$ cat src/verilog/wbram_settings.svh
`ifndef WBRAM_SETTINGS_SVH
`define WBRAM_SETTINGS_SVH

// ====================
// RAM geometry
// ====================

// Bus word width in bits
`define WBRAM_WORD_W 32
// Words per RAM line
`define WBRAM_LINE_WORDS 4
// Lines in the array, 1 KiB overall
`define WBRAM_DEPTH_LINES 64
// Cycles from read issue to line data
`define WBRAM_LATENCY 4

// ====================
// Wishbone burst codes
// ====================

// Classic cycle, incrementing burst, end of burst
`define WBRAM_CTI_CLASSIC 3'd0
`define WBRAM_CTI_INCR 3'd2
`define WBRAM_CTI_EOB 3'd7

`endif
$ cat src/verilog/wbram_pkg.sv
`default_nettype none

`include "wbram_settings.svh"

package wbram_pkg;

  // ====================
  // Widths with a meaning
  // ====================
  typedef logic [`WBRAM_WORD_W-1:0] word_t;
  typedef logic [`WBRAM_WORD_W/8-1:0] sel_t;
  typedef logic [`WBRAM_WORD_W*`WBRAM_LINE_WORDS-1:0] line_t;
  typedef logic [`WBRAM_WORD_W*`WBRAM_LINE_WORDS/8-1:0] lstrb_t;
  typedef logic [$clog2(`WBRAM_DEPTH_LINES)-1:0] line_idx_t;
  typedef logic [$clog2(`WBRAM_LINE_WORDS)-1:0] word_off_t;
  typedef logic [31:0] bus_addr_t;

  // Wishbone cycle type identifier
  typedef enum logic [2:0] {
    CTI_CLASSIC = `WBRAM_CTI_CLASSIC,
    CTI_INCR    = `WBRAM_CTI_INCR,
    CTI_EOB     = `WBRAM_CTI_EOB
  } wb_cti_e;

  // Response FSM
  typedef enum logic [1:0] {
    RESP_IDLE,
    RESP_WAIT,
    RESP_BURST
  } resp_state_e;

  // ====================
  // Bus and RAM bundles
  // ====================
  // Master to slave
  typedef struct packed {
    logic      cyc;
    logic      stb;
    logic      we;
    bus_addr_t adr;
    word_t     dat;
    sel_t      sel;
    wb_cti_e   cti;
  } wb_req_t;

  // Slave to master
  typedef struct packed {
    logic  ack;
    logic  err;
    logic  stall;
    word_t dat;
  } wb_rsp_t;

  // Byte-strobed line write
  typedef struct packed {
    logic      en;
    line_idx_t idx;
    line_t     data;
    lstrb_t    strb;
  } ram_wr_t;

  // Line read issue
  typedef struct packed {
    logic      issue;
    line_idx_t idx;
  } ram_rd_t;

endpackage

`default_nettype wire

$ cat src/verilog/wb_req_decode.sv
`timescale 1ns/1ns
`default_nettype none

`include "wbram_settings.svh"

module wb_req_decode
  import wbram_pkg::*;
(
  input  logic      clk_i,
  input  logic      rst_ni,
  input  wb_req_t   wb_req_i,
  input  logic      txn_done_i,
  output ram_wr_t   ram_wr_o,
  output ram_rd_t   ram_rd_o,
  output logic      req_ok_o,
  output logic      req_err_o,
  output word_off_t word_off_o,
  output logic      is_burst_o
);

  // Byte address split: | line index | word offset | byte |
  localparam int OFF_LSB = $clog2(`WBRAM_WORD_W / 8);
  localparam int IDX_LSB = OFF_LSB + $bits(word_off_t);
  // First byte past the array
  localparam bus_addr_t RAM_BYTES =
    bus_addr_t'(`WBRAM_DEPTH_LINES * `WBRAM_LINE_WORDS * `WBRAM_WORD_W / 8);

  logic      req;
  logic      in_range;
  logic      wr_en;
  logic      issue;
  logic      issued_q;
  line_idx_t line_idx;
  word_off_t word_off;
  lstrb_t    wr_strb;

  assign req      = wb_req_i.cyc & wb_req_i.stb;
  assign in_range = wb_req_i.adr < RAM_BYTES;
  assign line_idx = wb_req_i.adr[IDX_LSB +: $bits(line_idx_t)];
  assign word_off = wb_req_i.adr[OFF_LSB +: $bits(word_off_t)];

  assign req_ok_o   = req & in_range;
  // Out of range answers with err, never aliases
  assign req_err_o  = req & ~in_range;
  assign word_off_o = word_off;
  assign is_burst_o = (wb_req_i.cti == CTI_INCR) || (wb_req_i.cti == CTI_EOB);

  // ====================
  // Line write
  // ====================
  assign wr_en = req_ok_o & wb_req_i.we;

  // Selects land on the addressed word only
  always_comb begin
    wr_strb = '0;
    if (wr_en) begin
      wr_strb[word_off*$bits(sel_t) +: $bits(sel_t)] = wb_req_i.sel;
    end
  end

  assign ram_wr_o.en   = wr_en;
  assign ram_wr_o.idx  = line_idx;
  // Same word in every slot, strobes pick one
  assign ram_wr_o.data = {`WBRAM_LINE_WORDS{wb_req_i.dat}};
  assign ram_wr_o.strb = wr_strb;

  // ====================
  // Line read
  // ====================
  // One issue per transaction
  assign issue = req_ok_o & ~wb_req_i.we & ~issued_q;

  assign ram_rd_o.issue = issue;
  assign ram_rd_o.idx   = line_idx;

  // Held from issue until the last beat is acked
  always_ff @(posedge clk_i or negedge rst_ni) begin
    if (!rst_ni) begin
      issued_q <= 1'b0;
    end else if (txn_done_i) begin
      issued_q <= 1'b0;
    end else if (issue) begin
      issued_q <= 1'b1;
    end
  end

  // Done never follows issue directly, so no back-to-back issue
  a_single_issue : assert property (
    @(posedge clk_i) disable iff (!rst_ni)
    issue |=> !issue
  );

endmodule

`default_nettype wire

$ cat config.mk
export PLATFORM = sky130hd
export DESIGN_NAME = wb_req_decode
export DESIGN_NICKNAME = d
export VERILOG_FILES = /design/src/verilog/wbram_pkg.sv /design/src/verilog/wb_req_decode.sv
export VERILOG_INCLUDE_DIRS = /design/src /design/src/verilog
export SDC_FILE = /design/constraint.sdc
export NUM_CORES = 1
export LEC_CHECK = 0
export BUFFER_PORTS_ARGS = -buffer_cell sky130_fd_sc_hd__buf_4
export CELL_PAD_IN_SITES_DETAIL_PLACEMENT = 1
export CELL_PAD_IN_SITES_GLOBAL_PLACEMENT = 1
export CORE_MARGIN = 2
export CORE_UTILIZATION = 19
export CTS_CLUSTER_SIZE = 20
export DETAILED_ROUTE_END_ITERATION = 16
export PLACE_DENSITY = 0.95
export RECOVER_POWER = 25
export SLEW_MARGIN = 20
export SYNTH_ARGS = -nofsm -noshare
export SYNTH_HDL_FRONTEND = slang
export SYNTH_SLANG_ARGS = --single-unit
$ cat constraint.sdc
create_clock -name clk_i -period 3 [get_ports clk_i]
set_input_delay 0.6 -clock clk_i [delete_from_list [all_inputs] [get_ports clk_i]]
set_output_delay 0.6 -clock clk_i [all_outputs]
set_load 0.01 [all_outputs]
# Yosys cells after proc, flatten, opt, wreduce, memory -nomap -nowiden
# Cells that the tools add are included.
# word_totals
reg_bits	1
inputBits	77
out_inout_bits	163
elab_cells	22
# op_classes
n_addsub	1
order_cmp	1
eq_ne	2
shift	2
mux	3
bitwise_logic	10
n_reduce_logical	2
# ops
operator	count
$neg 4->34	1
$shift 4x34->16 const A	1
$shiftx 4x34->16	1
$lt 32x11->1 const B	1
$and 16x16->16	1
$mux 16	1
$and 1x1->1	6
$eq 3x2->1 const B	1
$eq 3x3->1 const B	1
$not 1->1	3
$mux 1	2
$reduce_bool 2->1	1
$logic_or 1x1->1	1

# Depth between registers and ports, before layout
# Gate-level depths: netlist of run 1.
# depth
word_depth	6
depth_mapped	5

# Worst setup path after synthesis of run 1
# No wires, ideal clock.
# synth_timing
kind	input-to-output
from	input port wb_req_i[41] (netlist bit)
to	output port ram_wr_o[12] (netlist bit)
arrival_time_ns	1.846
setup_slack_ns	0.554
cell_stages	4
n_path_buf	0
path_cell_list	inv_1 > ha_1 > or4b_4 > nor4_2
# synth_lines
item	line_no	source
start: declaration	wb_req_decode.sv:11	input wb_req_t wb_req_i,
end: declaration	wb_req_decode.sv:13	output ram_wr_t ram_wr_o,

==> results.py, run 1 <==
metrics = {
    "routing": {
        "wirelength_um": 3170,
        "ant_nets": 0,
        "drt_iter0_markers": 17,
        "vias": 883,
        "dr.pass1.iters": 4,
        "viasPerCell": 3.77,
        "routedWlPerCell_um": 13.5,
        "drc": 0,
    },
    "pwr": {
        "power_density_nw_per_um2": 86.3,
        "ir_drop_mv": 0.0203,
        "p_leak_uw": 0.000429,
        "power.total_uw": 93.2,
    },
    "timing": {
        "period_minus_slack_ns": 2.73,
        "setup_violations": 0,
        "timing.final.ws_setup_ns": 0.267,
        "fin_crit_sh_pct": 91.1,
        "skew_ns": 0,
        "tns_ns": 0,
        "tightest_slew_ns": 0.296,
        "slew_violations": 0,
        "relSlewSlack_pct": 80.1,
        "fmax_mhz": 366,
        "grt_setup_unrepaired": "false",
        "hold_viol_final": 0,
    },
    "critical_path": {
        "r2r-start": "issued_q",
        "critPathCaptureType": "output port",
        "cp.arrival_ns": 2.13,
        "r2r-end": "issued_q",
        "rrSetupSlack_ns": 2.38,
        "path_max_fanout": 6,
        "reg2reg_depth": 2,
        "crit_path_start_kind": "input pin",
        "crit_required_ns": 2.40,
        "criticalPathCategory": "in2out",
    },
    "placement": {
        "portBuffers": 59,
        "hpwlAfterDp_um": 2670,
        "gp_congestion": 0.683,
        "dp_slack_ns": 0.255,
    },
    "cts": {
        "cts_resized": 0,
        "post_cts_buffers": 0,
        "clock_latency_ns": 0,
        "cts.clk_slew.worst_paths_ns": 0,
        "cts_hold_buf": 0,
    },
    "floorplanning": {
        "dieArea_um2": 9100,
        "io_pins": 240,
        "core_area_um2": 8180,
        "rows": 33,
        "fp.dieH_um": 95.4,
        "initial_core_util_pct": 19.4,
        "die_w_um": 95.4,
    },
    "synth": {
        "yosys_warnings": 0,
        "synth_flop_cell": "dfrtp_1",
        "syn_area_um2": 1590,
        "synth_edf_count": 0,
        "synth_common_cells": "buf_4, nor4_1, nand2_1, ha_1, nor4_2",
        "synth-seq-area-share_pct": 1.58,
        "syn_area_per_cell_um2": 7.38,
        "synth_cells": 215,
        "synthTopCellsByArea": "buf_4, nor4_1, ha_1, nor4_2, nand2_1",
        "synth_seq_cells": 1,
        "yosysTopAreaCellShare_pct": 68.1,
        "async_reset_ff_share_pct": 100,
        "yosys.cell_types.count": 25,
        "syn-num-nets": 297,
        "yosys.area.top_type": "buf_4",
        "synth.most_common_cell": "buf_4",
    },
    "grt": {
        "grt_pass1_wl_um": 4090,
        "grt_max_degree": 21,
        "grt_pass1_vias": 890,
        "overflow": 0,
        "antenna_found_initial": 1,
        "grt_use_total_pct": 5.52,
    },
    "final_layout": {
        "drive_above_1_share_pct": 56.3,
        "nFillCells": 1007,
        "final_nets": 212,
        "regMostFlops": "issued_q",
        "largest_reg_flops": 1,
        "synthToLayoutAreaGrowth_pct": -32.0,
        "reg_top3": "issued_q x1",
    },
    "min_path": {
        "hold_path_class": "in2async",
    },
    "outcome": {
        "status": "complete, no violations",
    },
    "job": {
        "maxCapViolCount": 0,
    },
}
-- per-stage QoR --
step | utilization [%] | hold WS (ns) | instances | instance area [µm²]
6_report | 13.2 | 0.399 | 234 | 1080
5_1_grt | 13.2 | 0.403 | 233 | 1080
4_1_cts | 13.2 | 0.380 | 233 | 1080
3_5_place_dp | 13.2 | 0.380 | 233 | 1080
3_3_place_gp | 13.2 | 0.378 | 233 | 1080
2_1_floorplan | - | 0.304 | 215 | 1590
-- how the worst max path moves through the flow --
stage                     cells past startpoint            to  slack, ns          from
after floorplan                               4  ram_wr_o[12]       0.55  wb_req_i[41]
after global placement                        6  ram_wr_o[15]       0.33  wb_req_i[41]
after detailed placement                      6  ram_wr_o[12]       0.26  wb_req_i[41]
after CTS                                     6  ram_wr_o[12]       0.25  wb_req_i[41]
after global routing                          6  ram_wr_o[12]       0.21  wb_req_i[41]
final                                         6  ram_wr_o[12]       0.27  wb_req_i[41]
-- worst max-delay path, stage by stage --
cell and delay, ns:
buf_4 0.12, inv_1 0.08, ha_1 0.33, or4b_4 0.59, nor4_2 0.24, buf_4 0.16
-- area by class of cell --
class | count | area, µm² | area share [%]
diodes | 1 | 2.50 | 0.232
inverters | 4 | 15.0 | 1.39
multi-input cells | 62 | 448 | 41.5
flip-flops and latches | 1 | 25.0 | 2.32
well taps | 105 | 131 | 12.2
repair buffers | 61 | 458 | 42.4
-- cells in the final DEF, fill, tap and decap left out --
cell,count
diode_2,1
inv_1,3
dfrtp_1,1
and3b_1,1
ha_1,5
nand3_1,1
o22ai_1,1
nand4_1,2
nor3_1,1
clkbuf_4,1
nand2_1,12
o21ba_2,1
nor4b_2,1
nor2_1,3
inv_2,1
and4bb_2,1
nor4_1,22
buf_4,60
xnor2_1,1
nand4b_1,1
nor4_2,5
and3b_2,1
and3_1,1
and2_1,1
or4b_4,1
-- power by group --
part	switching, µW	internal, µW	total, µW
sequential	0.000000576	13.7	13.7
clock	0	0.000891	0.000891
combinational	34.6	44.9	79.5
total	34.6	58.6	93.2
-- metal layers --
metal / part of all wire [%] / wire, µm / vias up / GRT usage, %
met5: 0 / 0 / - / 0
met4: 5.9 / 186 / 0 / 4.17
met3: 15 / 482 / 37 / 1.90
met2: 46 / 1450 / 52 / 9.92
li1: - / - / 401 / -
met1: 33 / 1050 / 393 / 5.12
-- cell families after synthesis --
| logic type | after synthesis | share of synthesized area [%] |
|---|---|---|
| compound gates | 2 | 1.02 |
| xor+xnor | 1 | 0.552 |
| fa+ha+maj | 5 | 3.94 |
| buf+inv | 152 | 70.2 |
| flops | 1 | 1.58 |
| simple gates | 54 | 22.7 |
Note: power is estimated with default switching activity, not from simulation.
==> run 2: changes to the inputs <==
--- a/config.mk
+++ b/config.mk
@@ -11,3 +11,3 @@
 export CELL_PAD_IN_SITES_GLOBAL_PLACEMENT = 1
-export CORE_MARGIN = 2
+export CORE_MARGIN = 5
 export CORE_UTILIZATION = 19
==> constraint.sdc (replaced) <==
create_clock -name clk_i -period 3 [get_ports clk_i]
set_input_delay 0 -clock clk_i [delete_from_list [all_inputs] [get_ports clk_i]]
set_output_delay 0 -clock clk_i [all_outputs]
set_load 0.01 [all_outputs]
==> run 2 against run 1 <==
- first-iteration DRC count is 71% lower
- flip-flop and latch count is the same
- critical path type unchanged
- setup slack improved by 1.2 ns
- highest routed layer is now met5
- combinational power increased by 2%
==> results.py, run 2 (same netlist as run 1, synthesis figures left out) <==
metrics = {
    "outcome": {
        "status": "complete, no violations",
    },
    "grt": {
        "grt_max_degree": 21,
        "grt_pass1_wl_um": 4800,
        "antenna_found_initial": 1,
        "overflow": 0,
        "grt_use_total_pct": 5.62,
        "grt_pass1_vias": 988,
    },
    "timing": {
        "tightest_slew_ns": 0.746,
        "grt_setup_unrepaired": "false",
        "hold_viol_final": 0,
        "period_minus_slack_ns": 1.53,
        "relSlewSlack_pct": 50.2,
        "fin_crit_sh_pct": 50.9,
        "skew_ns": 0,
        "tns_ns": 0,
        "timing.final.ws_setup_ns": 1.47,
        "slew_violations": 0,
        "fmax_mhz": 655,
        "setup_violations": 0,
    },
    "critical_path": {
        "path_max_fanout": 6,
        "setup.worst_path.start": "wb_req_i[41]",
        "criticalPathCategory": "in2out",
        "reg2reg_depth": 2,
        "crit_required_ns": 3.00,
        "rrSetupSlack_ns": 2.38,
        "critPathCaptureType": "output port",
        "r2r-end": "issued_q",
        "cp.arrival_ns": 1.53,
        "crit_path_start_kind": "input pin",
        "r2r-start": "issued_q",
        "crit_end": "ram_wr_o[12]",
    },
    "final_layout": {
        "drive_above_1_share_pct": 55.5,
        "antenna_cells": 0,
        "largest_reg_flops": 1,
        "synthToLayoutAreaGrowth_pct": -32.0,
        "final_nets": 212,
        "final_cell_mix": "buf_4, nor4_1, nand2_1",
        "finalInstanceArea_um2": 1080,
        "final-instance-count-excl-fill": 233,
        "regMostFlops": "issued_q",
        "final_core_util_pct": 13.2,
        "mostFrequentLayoutCell": "buf_4",
        "reg_top3": "issued_q x1",
    },
    "pwr": {
        "power_density_nw_per_um2": 87.6,
        "p_sw_share_pct": 37.2,
        "intPower_uw": 59.4,
        "power_frac_seq_pct": 14.5,
        "ir_drop_mv": 0.0236,
        "power.switching_uw": 35.2,
        "p_leak_uw": 0.000429,
        "combPwrFrac_pct": 85.5,
        "clkPwrFrac_pct": 0,
    },
    "routing": {
        "viasPerCell": 3.83,
        "routedWlPerCell_um": 15.0,
        "drt_iter0_markers": 5,
        "drc": 0,
        "dr.pass1.iters": 4,
        "ant_nets": 0,
        "wirelength_um": 3490,
        "vias": 892,
    },
    "floorplanning": {
        "rows": 33,
        "dieArea_um2": 10300,
        "fp.dieH_um": 101,
        "core_area_um2": 8180,
        "initial_core_util_pct": 19.4,
        "io_pins": 240,
        "die_w_um": 101,
    },
    "job": {
        "maxCapViolCount": 0,
    },
    "placement": {
        "dpl_cell_area_um2": 1070,
        "hpwlAfterDp_um": 3020,
        "gp_congestion": 0.772,
        "portBuffers": 59,
        "post-place-cells": 232,
        "dp_slack_ns": 1.47,
    },
    "cts": {
        "clock_latency_ns": 0,
        "cts_resized": 0,
        "post_cts_buffers": 0,
    },
    "min_path": {
        "hold_path_class": "in2out",
    },
}
## run 2: cell count changes in the layout (fill, tap and decap cells not counted), sizes merged
cell         before  now
clkbuf            1    0
diode             1    0
dlygate4sd3       0    1
## run 2: power groups by stage
stage	registers [µW]	logic, µW	clock network, µW
2_1_floorplan	13.7	217	0
3_3_place_gp	13.7	76.9	0
3_5_place_dp	13.7	80.0	0
4_1_cts	13.7	81.6	0
5_1_grt	13.7	87.8	0
6_report	13.7	80.9	0
## run 2: cell type report
class / instances / area, µm²
fillers: 1000 / 7100
inverters: 4 / 15.0
multi-input cells: 62 / 448
flip-flops and latches: 1 / 25.0
well taps: 105 / 131
repair buffers: 61 / 460
## run 2: repair_timing
| action | CTS | global route |
|---|---|---|
| hold buffers | 1 | 0 |
| endpoints found under the hold margin | 1 | 0 |
| endpoints found under the setup margin | 0 | 0 |
## run 2: critical path, stage by stage
cell and delay [ns]:
buf_4 0.12, inv_1 0.08, ha_1 0.33, or4b_4 0.59
nor4_2 0.24, buf_4 0.17
## run 2: per-layer routing
| metal | global-route usage, % | routed length, µm |
|---|---|---|
| met4 | 3.99 | 182 |
| met1 | 4.95 | 1040 |
| met3 | 2.41 | 589 |
| met2 | 10.2 | 1670 |
| met5 | 0 | 9 |
## run 2: worst min-delay path by stage
| stage | slack [ns] | endpoint | cells after the start | start |
|---|---|---|---|---|
| after floorplan | -0.30 | issued_q | 0 | rst_ni |
| after global placement | -0.22 | issued_q | 1 | rst_ni |
| after detailed placement | -0.22 | issued_q | 1 | rst_ni |
| after CTS | 0.0001 | ram_rd_o[5] | 0 | wb_req_i[48] |
| after global routing | 0.00003 | ram_rd_o[0] | 0 | wb_req_i[43] |
| final | 0.000006 | ram_wr_o[144] | 0 | wb_req_i[43] |
## run 2: through the flow
step                power [µW]  hold slack, ns
floorplan                  230          -0.296
global placement          90.7          -0.223
detailed placement        93.8          -0.218
CTS                       95.3        0.000106
global route               102       0.0000252
finish                    94.6      0.00000571
