## src/verilog/wbram_settings.svh

```systemverilog
`ifndef WBRAM_SETTINGS_SVH
`define WBRAM_SETTINGS_SVH

// ====================
// RAM geometry
// ====================

// Bus word width in bits
`define WBRAM_WORD_W 32
// Words per RAM line
`define WBRAM_LINE_WORDS 4
// Lines in the array, 1 KiB overall
`define WBRAM_DEPTH_LINES 64
// Cycles from read issue to line data
`define WBRAM_LATENCY 4

// ====================
// Wishbone burst codes
// ====================

// Classic cycle, incrementing burst, end of burst
`define WBRAM_CTI_CLASSIC 3'd0
`define WBRAM_CTI_INCR 3'd2
`define WBRAM_CTI_EOB 3'd7

`endif
```

## src/verilog/wbram_pkg.sv

```systemverilog
`default_nettype none

`include "wbram_settings.svh"

package wbram_pkg;

  // ====================
  // Widths with a meaning
  // ====================
  typedef logic [`WBRAM_WORD_W-1:0] word_t;
  typedef logic [`WBRAM_WORD_W/8-1:0] sel_t;
  typedef logic [`WBRAM_WORD_W*`WBRAM_LINE_WORDS-1:0] line_t;
  typedef logic [`WBRAM_WORD_W*`WBRAM_LINE_WORDS/8-1:0] lstrb_t;
  typedef logic [$clog2(`WBRAM_DEPTH_LINES)-1:0] line_idx_t;
  typedef logic [$clog2(`WBRAM_LINE_WORDS)-1:0] word_off_t;
  typedef logic [31:0] bus_addr_t;

  // Wishbone cycle type identifier
  typedef enum logic [2:0] {
    CTI_CLASSIC = `WBRAM_CTI_CLASSIC,
    CTI_INCR    = `WBRAM_CTI_INCR,
    CTI_EOB     = `WBRAM_CTI_EOB
  } wb_cti_e;

  // Response FSM
  typedef enum logic [1:0] {
    RESP_IDLE,
    RESP_WAIT,
    RESP_BURST
  } resp_state_e;

  // ====================
  // Bus and RAM bundles
  // ====================
  // Master to slave
  typedef struct packed {
    logic      cyc;
    logic      stb;
    logic      we;
    bus_addr_t adr;
    word_t     dat;
    sel_t      sel;
    wb_cti_e   cti;
  } wb_req_t;

  // Slave to master
  typedef struct packed {
    logic  ack;
    logic  err;
    logic  stall;
    word_t dat;
  } wb_rsp_t;

  // Byte-strobed line write
  typedef struct packed {
    logic      en;
    line_idx_t idx;
    line_t     data;
    lstrb_t    strb;
  } ram_wr_t;

  // Line read issue
  typedef struct packed {
    logic      issue;
    line_idx_t idx;
  } ram_rd_t;

endpackage

`default_nettype wire

```

## src/verilog/burst_resp.sv

```systemverilog
`timescale 1ns/1ns
`default_nettype none

`include "wbram_settings.svh"

module burst_resp
  import wbram_pkg::*;
(
  input  logic      clk_i,
  input  logic      rst_ni,
  input  wb_req_t   wb_req_i,
  input  logic      req_ok_i,
  input  logic      req_err_i,
  input  word_off_t word_off_i,
  input  logic      is_burst_i,
  input  line_t     rd_data_i,
  input  logic      rd_valid_i,
  output logic      txn_done_o,
  output wb_rsp_t   wb_rsp_o
);

  resp_state_e state_q;
  resp_state_e state_d;
  line_t       buf_q;
  line_t       src_line;
  logic        rd_req;
  logic        wr_ack;
  logic        first_ack;
  logic        go_burst;
  logic        beat_ack;
  logic        last_beat;

  assign rd_req = req_ok_i & ~wb_req_i.we;
  // Writes complete in the request cycle
  assign wr_ack = req_ok_i & wb_req_i.we;

  // First beat, straight from the RAM output
  assign first_ack = (state_q == RESP_WAIT) & rd_valid_i;
  // EOB on the first beat is a one-beat burst
  assign go_burst  = is_burst_i & (wb_req_i.cti != CTI_EOB);

  // Later beats, from the line buffer
  assign beat_ack  = (state_q == RESP_BURST) & rd_req;
  assign last_beat = beat_ack & (wb_req_i.cti == CTI_EOB);

  // ====================
  // Response FSM
  // ====================
  always_comb begin
    state_d = state_q;
    unique case (state_q)
      RESP_IDLE: begin
        if (rd_req) begin
          state_d = RESP_WAIT;
        end
      end
      RESP_WAIT: begin
        if (rd_valid_i) begin
          state_d = go_burst ? RESP_BURST : RESP_IDLE;
        end
      end
      RESP_BURST: begin
        if (last_beat) begin
          state_d = RESP_IDLE;
        end
      end
      default: state_d = RESP_IDLE;
    endcase
  end

  always_ff @(posedge clk_i or negedge rst_ni) begin
    if (!rst_ni) begin
      state_q <= RESP_IDLE;
    end else begin
      state_q <= state_d;
    end
  end

  // Re-arms the read issue in decode
  assign txn_done_o = (first_ack & ~go_burst) | last_beat;

  // ====================
  // Line buffer and word select
  // ====================
  always_ff @(posedge clk_i) begin
    if (rd_valid_i) begin
      buf_q <= rd_data_i;
    end
  end

  // Buffer is not loaded yet on the first beat
  assign src_line = (state_q == RESP_WAIT) ? rd_data_i : buf_q;

  // Each beat picks its own word
  assign wb_rsp_o.dat   = src_line[word_off_i*$bits(word_t) +: $bits(word_t)];
  assign wb_rsp_o.ack   = wr_ack | first_ack | beat_ack;
  assign wb_rsp_o.err   = req_err_i;
  // Never back-pressures
  assign wb_rsp_o.stall = 1'b0;

  // Range check and read tracking never overlap
  a_ack_err_excl : assert property (
    @(posedge clk_i) disable iff (!rst_ni)
    !(wb_rsp_o.ack && wb_rsp_o.err)
  );

endmodule

`default_nettype wire

```

## config.mk

```make
export PLATFORM = sky130hd
export DESIGN_NAME = burst_resp
export DESIGN_NICKNAME = d
export VERILOG_FILES = /design/src/verilog/wbram_pkg.sv /design/src/verilog/burst_resp.sv
export VERILOG_INCLUDE_DIRS = /design/src /design/src/verilog
export SDC_FILE = /design/constraint.sdc
export NUM_CORES = 1
export LEC_CHECK = 0
export BUFFER_PORTS_ARGS = -buffer_cell sky130_fd_sc_hd__buf_4
export CAP_MARGIN = 20
export CORE_MARGIN = 4
export CORE_UTILIZATION = 54
export DETAILED_ROUTE_END_ITERATION = 7
export GPL_TIMING_DRIVEN = 0
export PLACE_DENSITY = 0.87
export SETUP_SLACK_MARGIN = 0.2
export SYNTH_ARGS = -nofsm -noshare
export SYNTH_HDL_FRONTEND = slang
export SYNTH_SLANG_ARGS = --single-unit
```

## constraint.sdc

```tcl
create_clock -name clk_i -period 3.44 [get_ports clk_i]
set_input_delay 0.344 -clock clk_i [delete_from_list [all_inputs] [get_ports clk_i]]
set_output_delay 0.344 -clock clk_i [all_outputs]
set_load 0.005 [all_outputs]
```

# Word level (Yosys, flattened, before mapping)
# Index checks and enable logic that the tools add are counted.
totals:
  reg_bits: 130
  elab_cells: 30
op_classes:
  eq_ne: 7
  n_shift: 1
  muxes: 6
  bitwise: 12
  reduce_logical: 2
op_table:
  columns: ["cell", "count"]
  rows:
  - ["128-bit 2-to-1 mux", 1]
  - ["128-bit by 8-bit variable part select with 32-bit output", 1]
  - ["2-bit 2-to-1 mux", 4]
  - ["1-bit AND", 7]
  - ["2-bit inequality test (second input constant)", 3]
  - ["2-bit case mux with 3 select lines", 1]
  - ["3-bit equality test (second input constant)", 1]
  - ["3-bit inequality test (second input constant)", 1]
  - ["1-bit OR", 3]
  - ["3-bit AND reduction", 1]
  - ["2-bit by 1-bit equality test with 1-bit output (second input constant)", 1]
  - ["2-bit equality test (second input constant)", 1]
  - ["2-bit logical NOT", 1]
  - ["1-bit NOT", 2]

# Longest topological paths before layout
# Gate-level depths: netlist (run 1).
logic_depth:
  word_depth: 6
  mapped_depth: 5

# Worst setup path before layout (run 1)
# No wires, ideal clock.
synth_timing:
  path_kind: "register to output"
  from: "reg state_q[1]"
  to: "out wb_rsp_o[18] (netlist name)"
  arrival_time_ns: 1.260
  required_ns: 3.096
  path_slack_ns: 1.836
  stages_incl_launch_ff: 6
  path_buffers: 2
  path_cell_list: "dfrtp_1 > buf_4 > buf_2 > and3b_1 > a211oi_1 > nor4_1"
synth_lines:
  columns: ["element", "line_no", "source"]
  rows:
  - ["start, declared", "burst_resp.sv:22", "resp_state_e state_q;"]
  - ["start signal, assigned", "burst_resp.sv:75", "state_q <= state_d;"]
  - ["end, declared", "burst_resp.sv:19", "output wb_rsp_t wb_rsp_o"]

==> results of run 1 <==
synth_stat cells (3+ instances only):
cell,n,area [um^2]
a211oi_1,128,961
nand2_1,4,15.0
and3b_1,128,1120
buf_4,10,75.1
nand2b_1,3,18.8
clkbuf_1,19,71.3
buf_2,18,90.1
buf_6,9,101
nor4_1,20,125
nor4_2,12,150
edfxtp_1,128,3840
layer usage:
metal  up-vias  global-route usage  wire length [um]
met2       383               0.451              9820
met3        49              0.0760              2170
met5         -                   0                 0
li1       2429                   -                 -
met1      2687               0.374              7970
met4         0               0.132               536
area by class of cell:
class | instances | area share
Buffer | 57 | 0.0388
Clock buffer | 21 | 0.0498
Clock inverter | 9 | 0.0157
Inverter | 2 | 0.000849
Multi-Input combinational cell | 307 | 0.279
Sequential cell | 130 | 0.440
Tap cell | 168 | 0.0238
Timing Repair Buffer | 175 | 0.152
worst max-delay path by stage:
stage,from,to,slack (ns)
after floorplan,state_q[1],wb_rsp_o[18],1.84
after global placement,rd_valid_i,txn_done_o,1.13
final,state_q[0],wb_rsp_o[24],0.80
after global routing,state_q[0],wb_rsp_o[24],0.66
after CTS,state_q[0],wb_rsp_o[24],0.81
after detailed placement,word_off_i[0],wb_rsp_o[8],1.23
report_power, final:
group          total, mW  internal, mW  leakage [nW]  switching (mW)
registers           1.95          1.89          1.28          0.0586
logic               1.82         0.829          2.08           0.989
clock network       1.83          1.19         0.279           0.637
total               5.59          3.91          3.63            1.68
kinds of logic after synthesis:
family                 count (synthesis)  synth area share
other                                  1          0.000559
AO/OA/AOI/OAI                        132             0.147
AND/OR/NAND/NOR                      174             0.219
buffers and inverters                 59            0.0522
flip-flops                           130             0.580
critical path, stage by stage (launching register included):
cell and delay [ns]:
dfrtp_1 0.50, clkbuf_1 0.47, and3b_1 0.25, a211oi_1 0.06, nor4_1 0.41, buf_4 0.18
sequential cells by signal (all words and copies together), names as in the netlist:
| name | cells |
|---|---|
| state_q | 2 |
| buf_q | 128 |
stage by stage:
| step | instance area, um^2 | worst slack (ns) | hold slack, ns | instances | util |
|---|---|---|---|---|---|
| 2_1_floorplan | 6710 | 1.84 | 0.0484 | 496 | - |
| 3_3_place_gp | 8220 | 1.13 | 0.134 | 837 | 0.679 |
| 3_5_place_dp | 8250 | 1.23 | 0.139 | 838 | 0.681 |
| 4_1_cts | 8840 | 0.811 | 0.0954 | 869 | 0.730 |
| 5_1_grt | 8840 | 0.656 | 0.0882 | 869 | 0.730 |
| 6_report | 8840 | 0.798 | 0.104 | 869 | 0.730 |
timing repair:
item	in CTS	in global routing
endpoints found under the setup margin	0	0
hold buffers	1	0
hold endpoints to repair	2	0
==> results.toml, run 1 <==
[run_status]
outcome = "finished, final reports clean"

[pwr]
powerDensity_mw_per_mm2 = 633
p_total_mw = 5.59
irDropWorstVdd_v = 0.000430
p_leak_nw = 3.63

[global_routing]
grt_max_degree = 88
grt-ovfl-total = 0
grt_pass1_vias = 5854
grt_pass1_wl_um = 31300
antenna_found_initial = 0
track_usage = 0.287

[worst_setup_path]
r2r-end = "state_q[1]"
cp_max_fo = 10
end_kind = "output pin"
reg2reg_depth = 4
crit_type = "flip-flop to output pin"
r2r_start = "state_q[0]"
worstPathRequired_ns = 3.10
reg2reg_slack_ns = 1.92
arrival_ns = 2.30
start_kind = "flip-flop"

[route]
dr.pass1.iters = 5
routed_via_density = 6.38
wl_per_cell_um = 23.6
remaining_drc_errors = 0
ant_nets = 0
wirelength_um = 20500
vias = 5548
drtIter0Drc = 497

[sta]
tns_ns = 0
fmax_ghz = 0.379
clock_skew_ns = 0.0000873
period_needed_ns = 2.64
hold_viol = 0
worstMarginPinSlew_ns = 0.659
fin_crit_sh = 0.768
setup_viol = 0
drv_slew = 0
rsz0062_at_grt = "false"
slew_headroom = 0.561

[clocking]
cts_buffers = 17
cts.reportedPaths.clkPinSlew_ns = 0.06
clockRootBuffer = "clkbuf_16"
cts_buffer_depth = 2
clock_sinks = 130
cts_tree = "done"
clk-insertion-delay-late_ns = 0.42
htree_levels = 4
cts_setup_buffers = 0
cts.repair.resized = 0

[floorplanning]
die_h_um = 119
rows = 40
start_util = 0.554
coreArea_mm2 = 0.0121
die_width_um = 119
ios = 246
die-area_mm2 = 0.0143

[logic_synthesis]
synth_top_flop_cell = "edfxtp_1"
synth_cell_types = 24
yosysSeqAreaShare = 0.580
synth_area_mm2 = 0.00671
netlist_instances = 496
yosys_warnings = 0
syn_nets = 706
avgSynthCellArea_um2 = 13.5
async_flop_share = 0.0154
ys_ff_latch = 130
synth_enable_flop_cells = 128

[hold_path]
worstHoldPathCells = 1
hold_class = "input port to flip-flop"
hold_end = "buf_q[16]"
min_from = "rd_data_i[16]"

[final_layout]
drive_gt1_frac = 0.351
final_cell_mix = "buf_4 (182), and3b_1 (128), a211oi_1 (128), edfxtp_1 (128), clkbuf_1 (23)"
area_growth_pct = 31.7
final_common_cell = "buf_4"
multi_input_area_mm2 = 0.00247
insertedDiodeCount = 0
fill_cells = 829
nets = 900
regArea_mm2 = 0.00389

[place]
dpl.hpwl_um = 14100
gp_congestion = 0.832
io_buffers = 173

[job]
drv_cap = 0
No activity file was read; power rests on OpenSTA's default activity.
==> inputs of run 2 (changes only) <==
--- a/config.mk
+++ b/config.mk
@@ -6,13 +6,14 @@
 export SDC_FILE = /design/constraint.sdc
 export NUM_CORES = 1
 export LEC_CHECK = 0
+export ABC_AREA = 1
 export BUFFER_PORTS_ARGS = -buffer_cell sky130_fd_sc_hd__buf_4
 export CAP_MARGIN = 20
 export CORE_MARGIN = 4
-export CORE_UTILIZATION = 54
+export CORE_UTILIZATION = 52
 export DETAILED_ROUTE_END_ITERATION = 7
 export GPL_TIMING_DRIVEN = 0
-export PLACE_DENSITY = 0.87
+export PLACE_DENSITY = 0.82
 export SETUP_SLACK_MARGIN = 0.2
 export SYNTH_ARGS = -nofsm -noshare
 export SYNTH_HDL_FRONTEND = slang
==> constraint.sdc (replaced) <==
create_clock -name clk_i -period 2.7 [get_ports clk_i]
set_input_delay 0.27 -clock clk_i [delete_from_list [all_inputs] [get_ports clk_i]]
set_output_delay 0.27 -clock clk_i [all_outputs]
set_load 0.005 [all_outputs]
==> run 2 against run 1 <==
Against the previous run: first-iteration DRC count grew 75%; sequential share of layout area fell by 4.6 points; clock-buffer cell count is 4 lower; via count rose by 29%; area after synthesis increased by 14%; register-to-register slack got worse by 0.66 ns; critical endpoint is now wb_rsp_o[21].
==> results.toml, run 2 <==
[run_status]
outcome = "finished, final reports clean"

[sta]
tns_ns = 0
period_needed_ns = 2.37
setup_viol = 0
rsz0062_at_grt = "false"
fmax_ghz = 0.422
worstMarginPinSlew_ns = 0.652
clock_skew_ns = 0.0000570
hold_viol = 0
fin_crit_sh = 0.877
drv_slew = 0
slew_headroom = 0.566

[global_routing]
grt_max_degree = 69
grt_pass1_vias = 6870
antenna_found_initial = 0
grt-ovfl-total = 0
track_usage = 0.267
grt_pass1_wl_um = 34400

[final_layout]
regMostFlops = "buf_q"
final_cell_mix = "nand2_1 (291), inv_1 (228), nand3_1 (226)"
final_common_cell = "nand2_1"
insertedDiodeCount = 0
area_growth_pct = 28.6
nets = 1390
largest_register_ff_count = 128
reg_top3 = "buf_q (128), state_q (2)"
drive_gt1_frac = 0.209
instances_no_fill = 1377

[logic_synthesis]
synth_most_common_cell = "nand2_1"
synth_area_leaders = "edfxtp_1 (50%), nand3_1 (15%), nand2_1 (14%)"
avgSynthCellArea_um2 = 7.77
synth.top_cell.area_share = 0.501
yosys_warnings = 0
synth_top_area_cell = "edfxtp_1"
synthTopCellsByCount = "nand2_1 (291), inv_1 (228), nand3_1 (226)"
netlist_instances = 987
async_flop_share = 0.0154
synth_cell_types = 20
synth_top_flop_cell = "edfxtp_1"
ys_ff_latch = 130
synth_enable_flop_cells = 128
syn_nets = 1197
yosysSeqAreaShare = 0.508
synth_area_mm2 = 0.00767

[worst_setup_path]
reg2reg_depth = 7
worstPathRequired_ns = 2.43
timing.critical_path.mode_cell = "nand2_1"
worstPathCellList = "inv_2 -> buf_4 -> buf_2 -> nand3_1 -> nand3_1 -> nand2_1 -> nand2_1 -> nand2_1 -> buf_4"
critPathSlowestCell = "dfrtp_1"
cpLargestDelayFamily = "buffers and inverters"
reg2reg_slack_ns = 1.26
r2r_start = "state_q[0]"
crit_type = "flip-flop to output pin"
end_kind = "output pin"
cp_max_fo = 10
arrival_ns = 2.10
timing.critical_path.buf_inv = 4
slowest_delay_ns = 0.39
r2r-end = "state_q[0]"
start_kind = "flip-flop"

[job]
drv_cap = 0

[pwr]
irDropWorstVdd_v = 0.000543
powerDensity_mw_per_mm2 = 878
p_leak_nw = 5.25

[floorplanning]
coreArea_mm2 = 0.0145
ios = 246
die_h_um = 129
rows = 44
die-area_mm2 = 0.0168
die_width_um = 129
start_util = 0.530

[hold_path]
hold_class = "input port to flip-flop"
worstHoldPathCells = 1
min_from = "rd_data_i[28]"
hold_end = "buf_q[28]"

[route]
wl_per_cell_um = 16.2
drtIter0Drc = 868
ant_nets = 0
vias = 7137
routed_via_density = 5.18
wirelength_um = 22300
remaining_drc_errors = 0
dr.pass1.iters = 5

[clocking]
clk-insertion-delay-late_ns = 0.43
clockRootBuffer = "clkbuf_16"
cts_setup_buffers = 0
clock_sinks = 130
cts_tree = "done"
cts_buffers = 17
htree_levels = 4
cts.reportedPaths.clkPinSlew_ns = 0.06
cts_buffer_depth = 2

[place]
dpl.hpwl_um = 15800
io_buffers = 172
numPlacedInstances = 1344
gp_congestion = 0.878
-- run 2: worst register-to-register path: stages (launching register included) --
cell     delay, ns
dfrtp_1       0.37
buf_4         0.18
nand2_2       0.11
buf_6         0.20
buf_6         0.17
o21ai_1       0.08
o21ai_0       0.17
inv_1         0.05
-- run 2: layout make-up --
class	count	area, um^2
fillers	1223	4610
multi-input cells	562	2530
clock buffers	17	425
clock inverters	15	205
plain buffers	65	385
well taps	184	230
flip-flops and latches	130	3890
repair buffers	174	1330
inverters	230	863
-- run 2: report_power, final --
part	switching (mW)	total [mW]	internal [mW]	leakage, nW
Sequential	0.0478	2.45	2.41	1.28
Combinational	2.29	3.70	1.41	3.67
Clock	0.952	2.51	1.56	0.303
-- run 2: cells by family after synthesis --
family,share of synthesized area
flip-flops,0.508
AND/OR/NAND/NOR,0.325
AO/OA/AOI/OAI,0.00457
buffers and inverters,0.162
other,0.000489
-- run 2: timing repair --
item	in CTS	in global routing
endpoints found under the hold margin	2	0
setup endpoints to repair	0	2
resized for setup	0	1
hold buffers	1	0
-- run 2: through the flow --
stage | utilization | hold WS [ns] | total power [mW] | worst slack, ns | instance area, um^2
after floorplan | - | -0.0256 | 4.85 | 1.31 | 7670
after global placement | 0.635 | 0.0522 | 6.04 | 0.456 | 9190
after detailed placement | 0.637 | 0.0534 | 6.11 | 0.809 | 9220
after CTS | 0.681 | 0.00540 | 8.64 | 0.294 | 9860
after global routing | 0.681 | 0.00479 | 9.18 | 0.225 | 9870
final | 0.681 | 0.0168 | 8.67 | 0.331 | 9870
-- run 2: layer usage --
metal / part of all wire / vias to the layer above / GRT usage / wire length, um
li1: - / 3472 / - / -
met1: 0.41 / 3265 / 0.357 / 9240
met2: 0.48 / 354 / 0.441 / 10700
met3: 0.078 / 46 / 0.0433 / 1740
met4: 0.027 / 0 / 0.0984 / 605
met5: 0 / - / 0 / 0
-- run 2: how the worst max path moves through the flow --
stage	startpoint	endpoint	slack, ns	cells past startpoint
4_1_cts	state_q[1]	wb_rsp_o[1]	0.29	9
3_3_place_gp	rd_valid_i	txn_done_o	0.46	4
3_5_place_dp	state_q[1]	wb_rsp_o[1]	0.81	9
2_1_floorplan	state_q[0]	txn_done_o	1.31	6
6_report	state_q[1]	wb_rsp_o[21]	0.33	9
5_1_grt	state_q[1]	wb_rsp_o[11]	0.23	9
==> inputs of run 3 (changes only) <==
--- a/config.mk
+++ b/config.mk
@@ -14,6 +14,7 @@
 export DETAILED_ROUTE_END_ITERATION = 7
 export GPL_TIMING_DRIVEN = 0
 export PLACE_DENSITY = 0.82
+export RECOVER_POWER = 100
 export SETUP_SLACK_MARGIN = 0.2
 export SYNTH_ARGS = -nofsm -noshare
 export SYNTH_HDL_FRONTEND = slang
==> run 3 against run 2 <==
Against the previous run: the flow now finishes with violations (max-capacitance violations, max-slew violations); sequential share of layout area increased by 1.0 points; register-to-register slack got worse by 0.09 ns; wire length increased by 0.22%; clock power about the same; fmax decreased by 2.8%; worst setup slack got worse by 0.068 ns; largest cell class unchanged.
==> results.toml, run 3 (synthesized netlist as in run 2, its figures left out) <==
[route]
remaining_drc_errors = 0
vias = 7154
ant_nets = 0
wl_per_cell_um = 16.2
dr.pass1.iters = 5
wirelength_um = 22400
routed_via_density = 5.20
drtIter0Drc = 821

[final_layout]
regMostFlops = "buf_q"
largest_register_ff_count = 128
postLayoutCellArea_mm2 = 0.00962
insertedDiodeCount = 0
area_growth_pct = 25.4
reg_top3 = "buf_q (128), state_q (2)"
fill_cells = 1289
drive_gt1_frac = 0.156
finish.utilization = 0.665
final_cell_mix = "nand2_1 (291), inv_1 (228), nand3_1 (226)"
final_common_cell = "nand2_1"
nets = 1390

[floorplanning]
die_width_um = 129
start_util = 0.530
ios = 246
rows = 44
coreArea_mm2 = 0.0145
die-area_mm2 = 0.0168
die_h_um = 129

[worst_setup_path]
worstPathRequired_ns = 2.43
crit_type = "flip-flop to output pin"
timing.critical_path.mode_cell = "nand2_1"
timing.critical_path.buf_inv = 4
cpLargestDelayFamily = "buffers and inverters"
start_kind = "flip-flop"
arrival_ns = 2.17
reg2reg_depth = 7
slowest_delay_ns = 0.39
end_kind = "output pin"
r2r_start = "state_q[0]"
critPathSlowestCell = "dfrtp_1"
cp_max_fo = 10
crit_cells = 9
startpoint = "state_q[1]"
worstPathCellList = "inv_2 -> buf_4 -> clkbuf_2 -> nand3_1 -> nand3_1 -> nand2_1 -> nand2_1 -> nand2_1 -> clkbuf_4"

[clocking]
htree_levels = 4
cts_buffers = 17
cts_buffer_depth = 2
clock_sinks = 130
cts.reportedPaths.clkPinSlew_ns = 0.06
clockRootBuffer = "clkbuf_16"
clk-insertion-delay-late_ns = 0.43
cts_tree = "done"

[pwr]
p_leak_nw = 5.00
powerDensity_mw_per_mm2 = 894
irDropWorstVdd_v = 0.000546

[global_routing]
track_usage = 0.267
antenna_found_initial = 0
grt_pass1_vias = 6870
use_met3 = 0.0433
use_met2 = 0.441
gr-usage-met1 = 0.357
grt-ovfl-total = 0
grt_pass1_wl_um = 34400
busiest_layer = "met2"
grt_max_degree = 69

[sta]
hold_viol = 0
tns_ns = 0
drv_slew = 64
period_needed_ns = 2.44
fmax_ghz = 0.410
hold_ws_ns = 0.0370
slew_headroom = -0.174
clock_skew_ns = 0.0000611
setup_viol = 0
fin_crit_sh = 0.903
rsz0062_at_grt = "false"
worstMarginPinSlew_ns = 1.76

[place]
dpl.hpwl_um = 15800
place_area_mm2 = 0.00922
gp_congestion = 0.878
io_buffers = 172

[hold_path]
worstHoldPathCells = 1
hold_class = "input port to flip-flop"
min_from = "rd_data_i[92]"

[run_status]
violations = "max-capacitance violations, max-slew violations"
outcome = "complete, but fails checks"

[job]
drv_cap = 1
## run 3: cell types whose count changed in the layout (fill, tap and decap cells not counted)
cell / delta
buf_6: -1
o21ai_0: +1
buf_1: +2
clkbuf_1: +61
clkbuf_4: +87
buf_4: -151
clkbuf_2: +2
o21ai_1: -1
## run 3: per-layer routing
metal	routed length (um)	up-vias
li1	-	3480
met1	9360	3280
met2	10700	347
met3	1670	47
met4	589	0
met5	0	-
## run 3: path summary, 6_finish.rpt
check | slack (ns) | to
worst max-delay path | 0.26 | wb_rsp_o[1]
worst min-delay path | 0.04 | buf_q[92]
worst max register to register | 1.17 | state_q[0]
worst min register to register | 0.66 | state_q[0]
max in group asynchronous | 2.42 | state_q[1]
min in group asynchronous | 0.16 | state_q[0]
## run 3: where the power goes
part / switching [mW] / total [mW] / internal, mW
Combinational: 2.29 / 3.64 / 1.35
Clock: 0.954 / 2.51 / 1.56
Sequential: 0.0483 / 2.46 / 2.41
## run 3: area by class of cell
| cell class | instances | area, um^2 | area share |
|---|---|---|---|
| inverters | 230 | 863 | 0.0897 |
| plain buffers | 65 | 383 | 0.0398 |
| multi-input cells | 562 | 2530 | 0.263 |
| flip-flops and latches | 130 | 3890 | 0.405 |
| repair buffers | 174 | 1090 | 0.113 |
| clock buffers | 17 | 425 | 0.0442 |
| well taps | 184 | 230 | 0.0239 |
| clock inverters | 15 | 205 | 0.0213 |
## run 3: what timing repair did
action | CTS | global route
buffers inserted | 0 | 0
hold buffers | 1 | 0
hold endpoints to repair | 2 | 0
endpoints found under the setup margin | 0 | 2
gates resized for setup | 0 | 1
## run 3: metrics by stage
stage	power [mW]	std cells	worst slack, ns
2_1_floorplan	4.85	987	1.31
3_3_place_gp	6.04	1343	0.456
3_5_place_dp	6.11	1344	0.809
4_1_cts	8.64	1377	0.294
5_1_grt	9.12	1377	0.180
6_report	8.60	1377	0.263
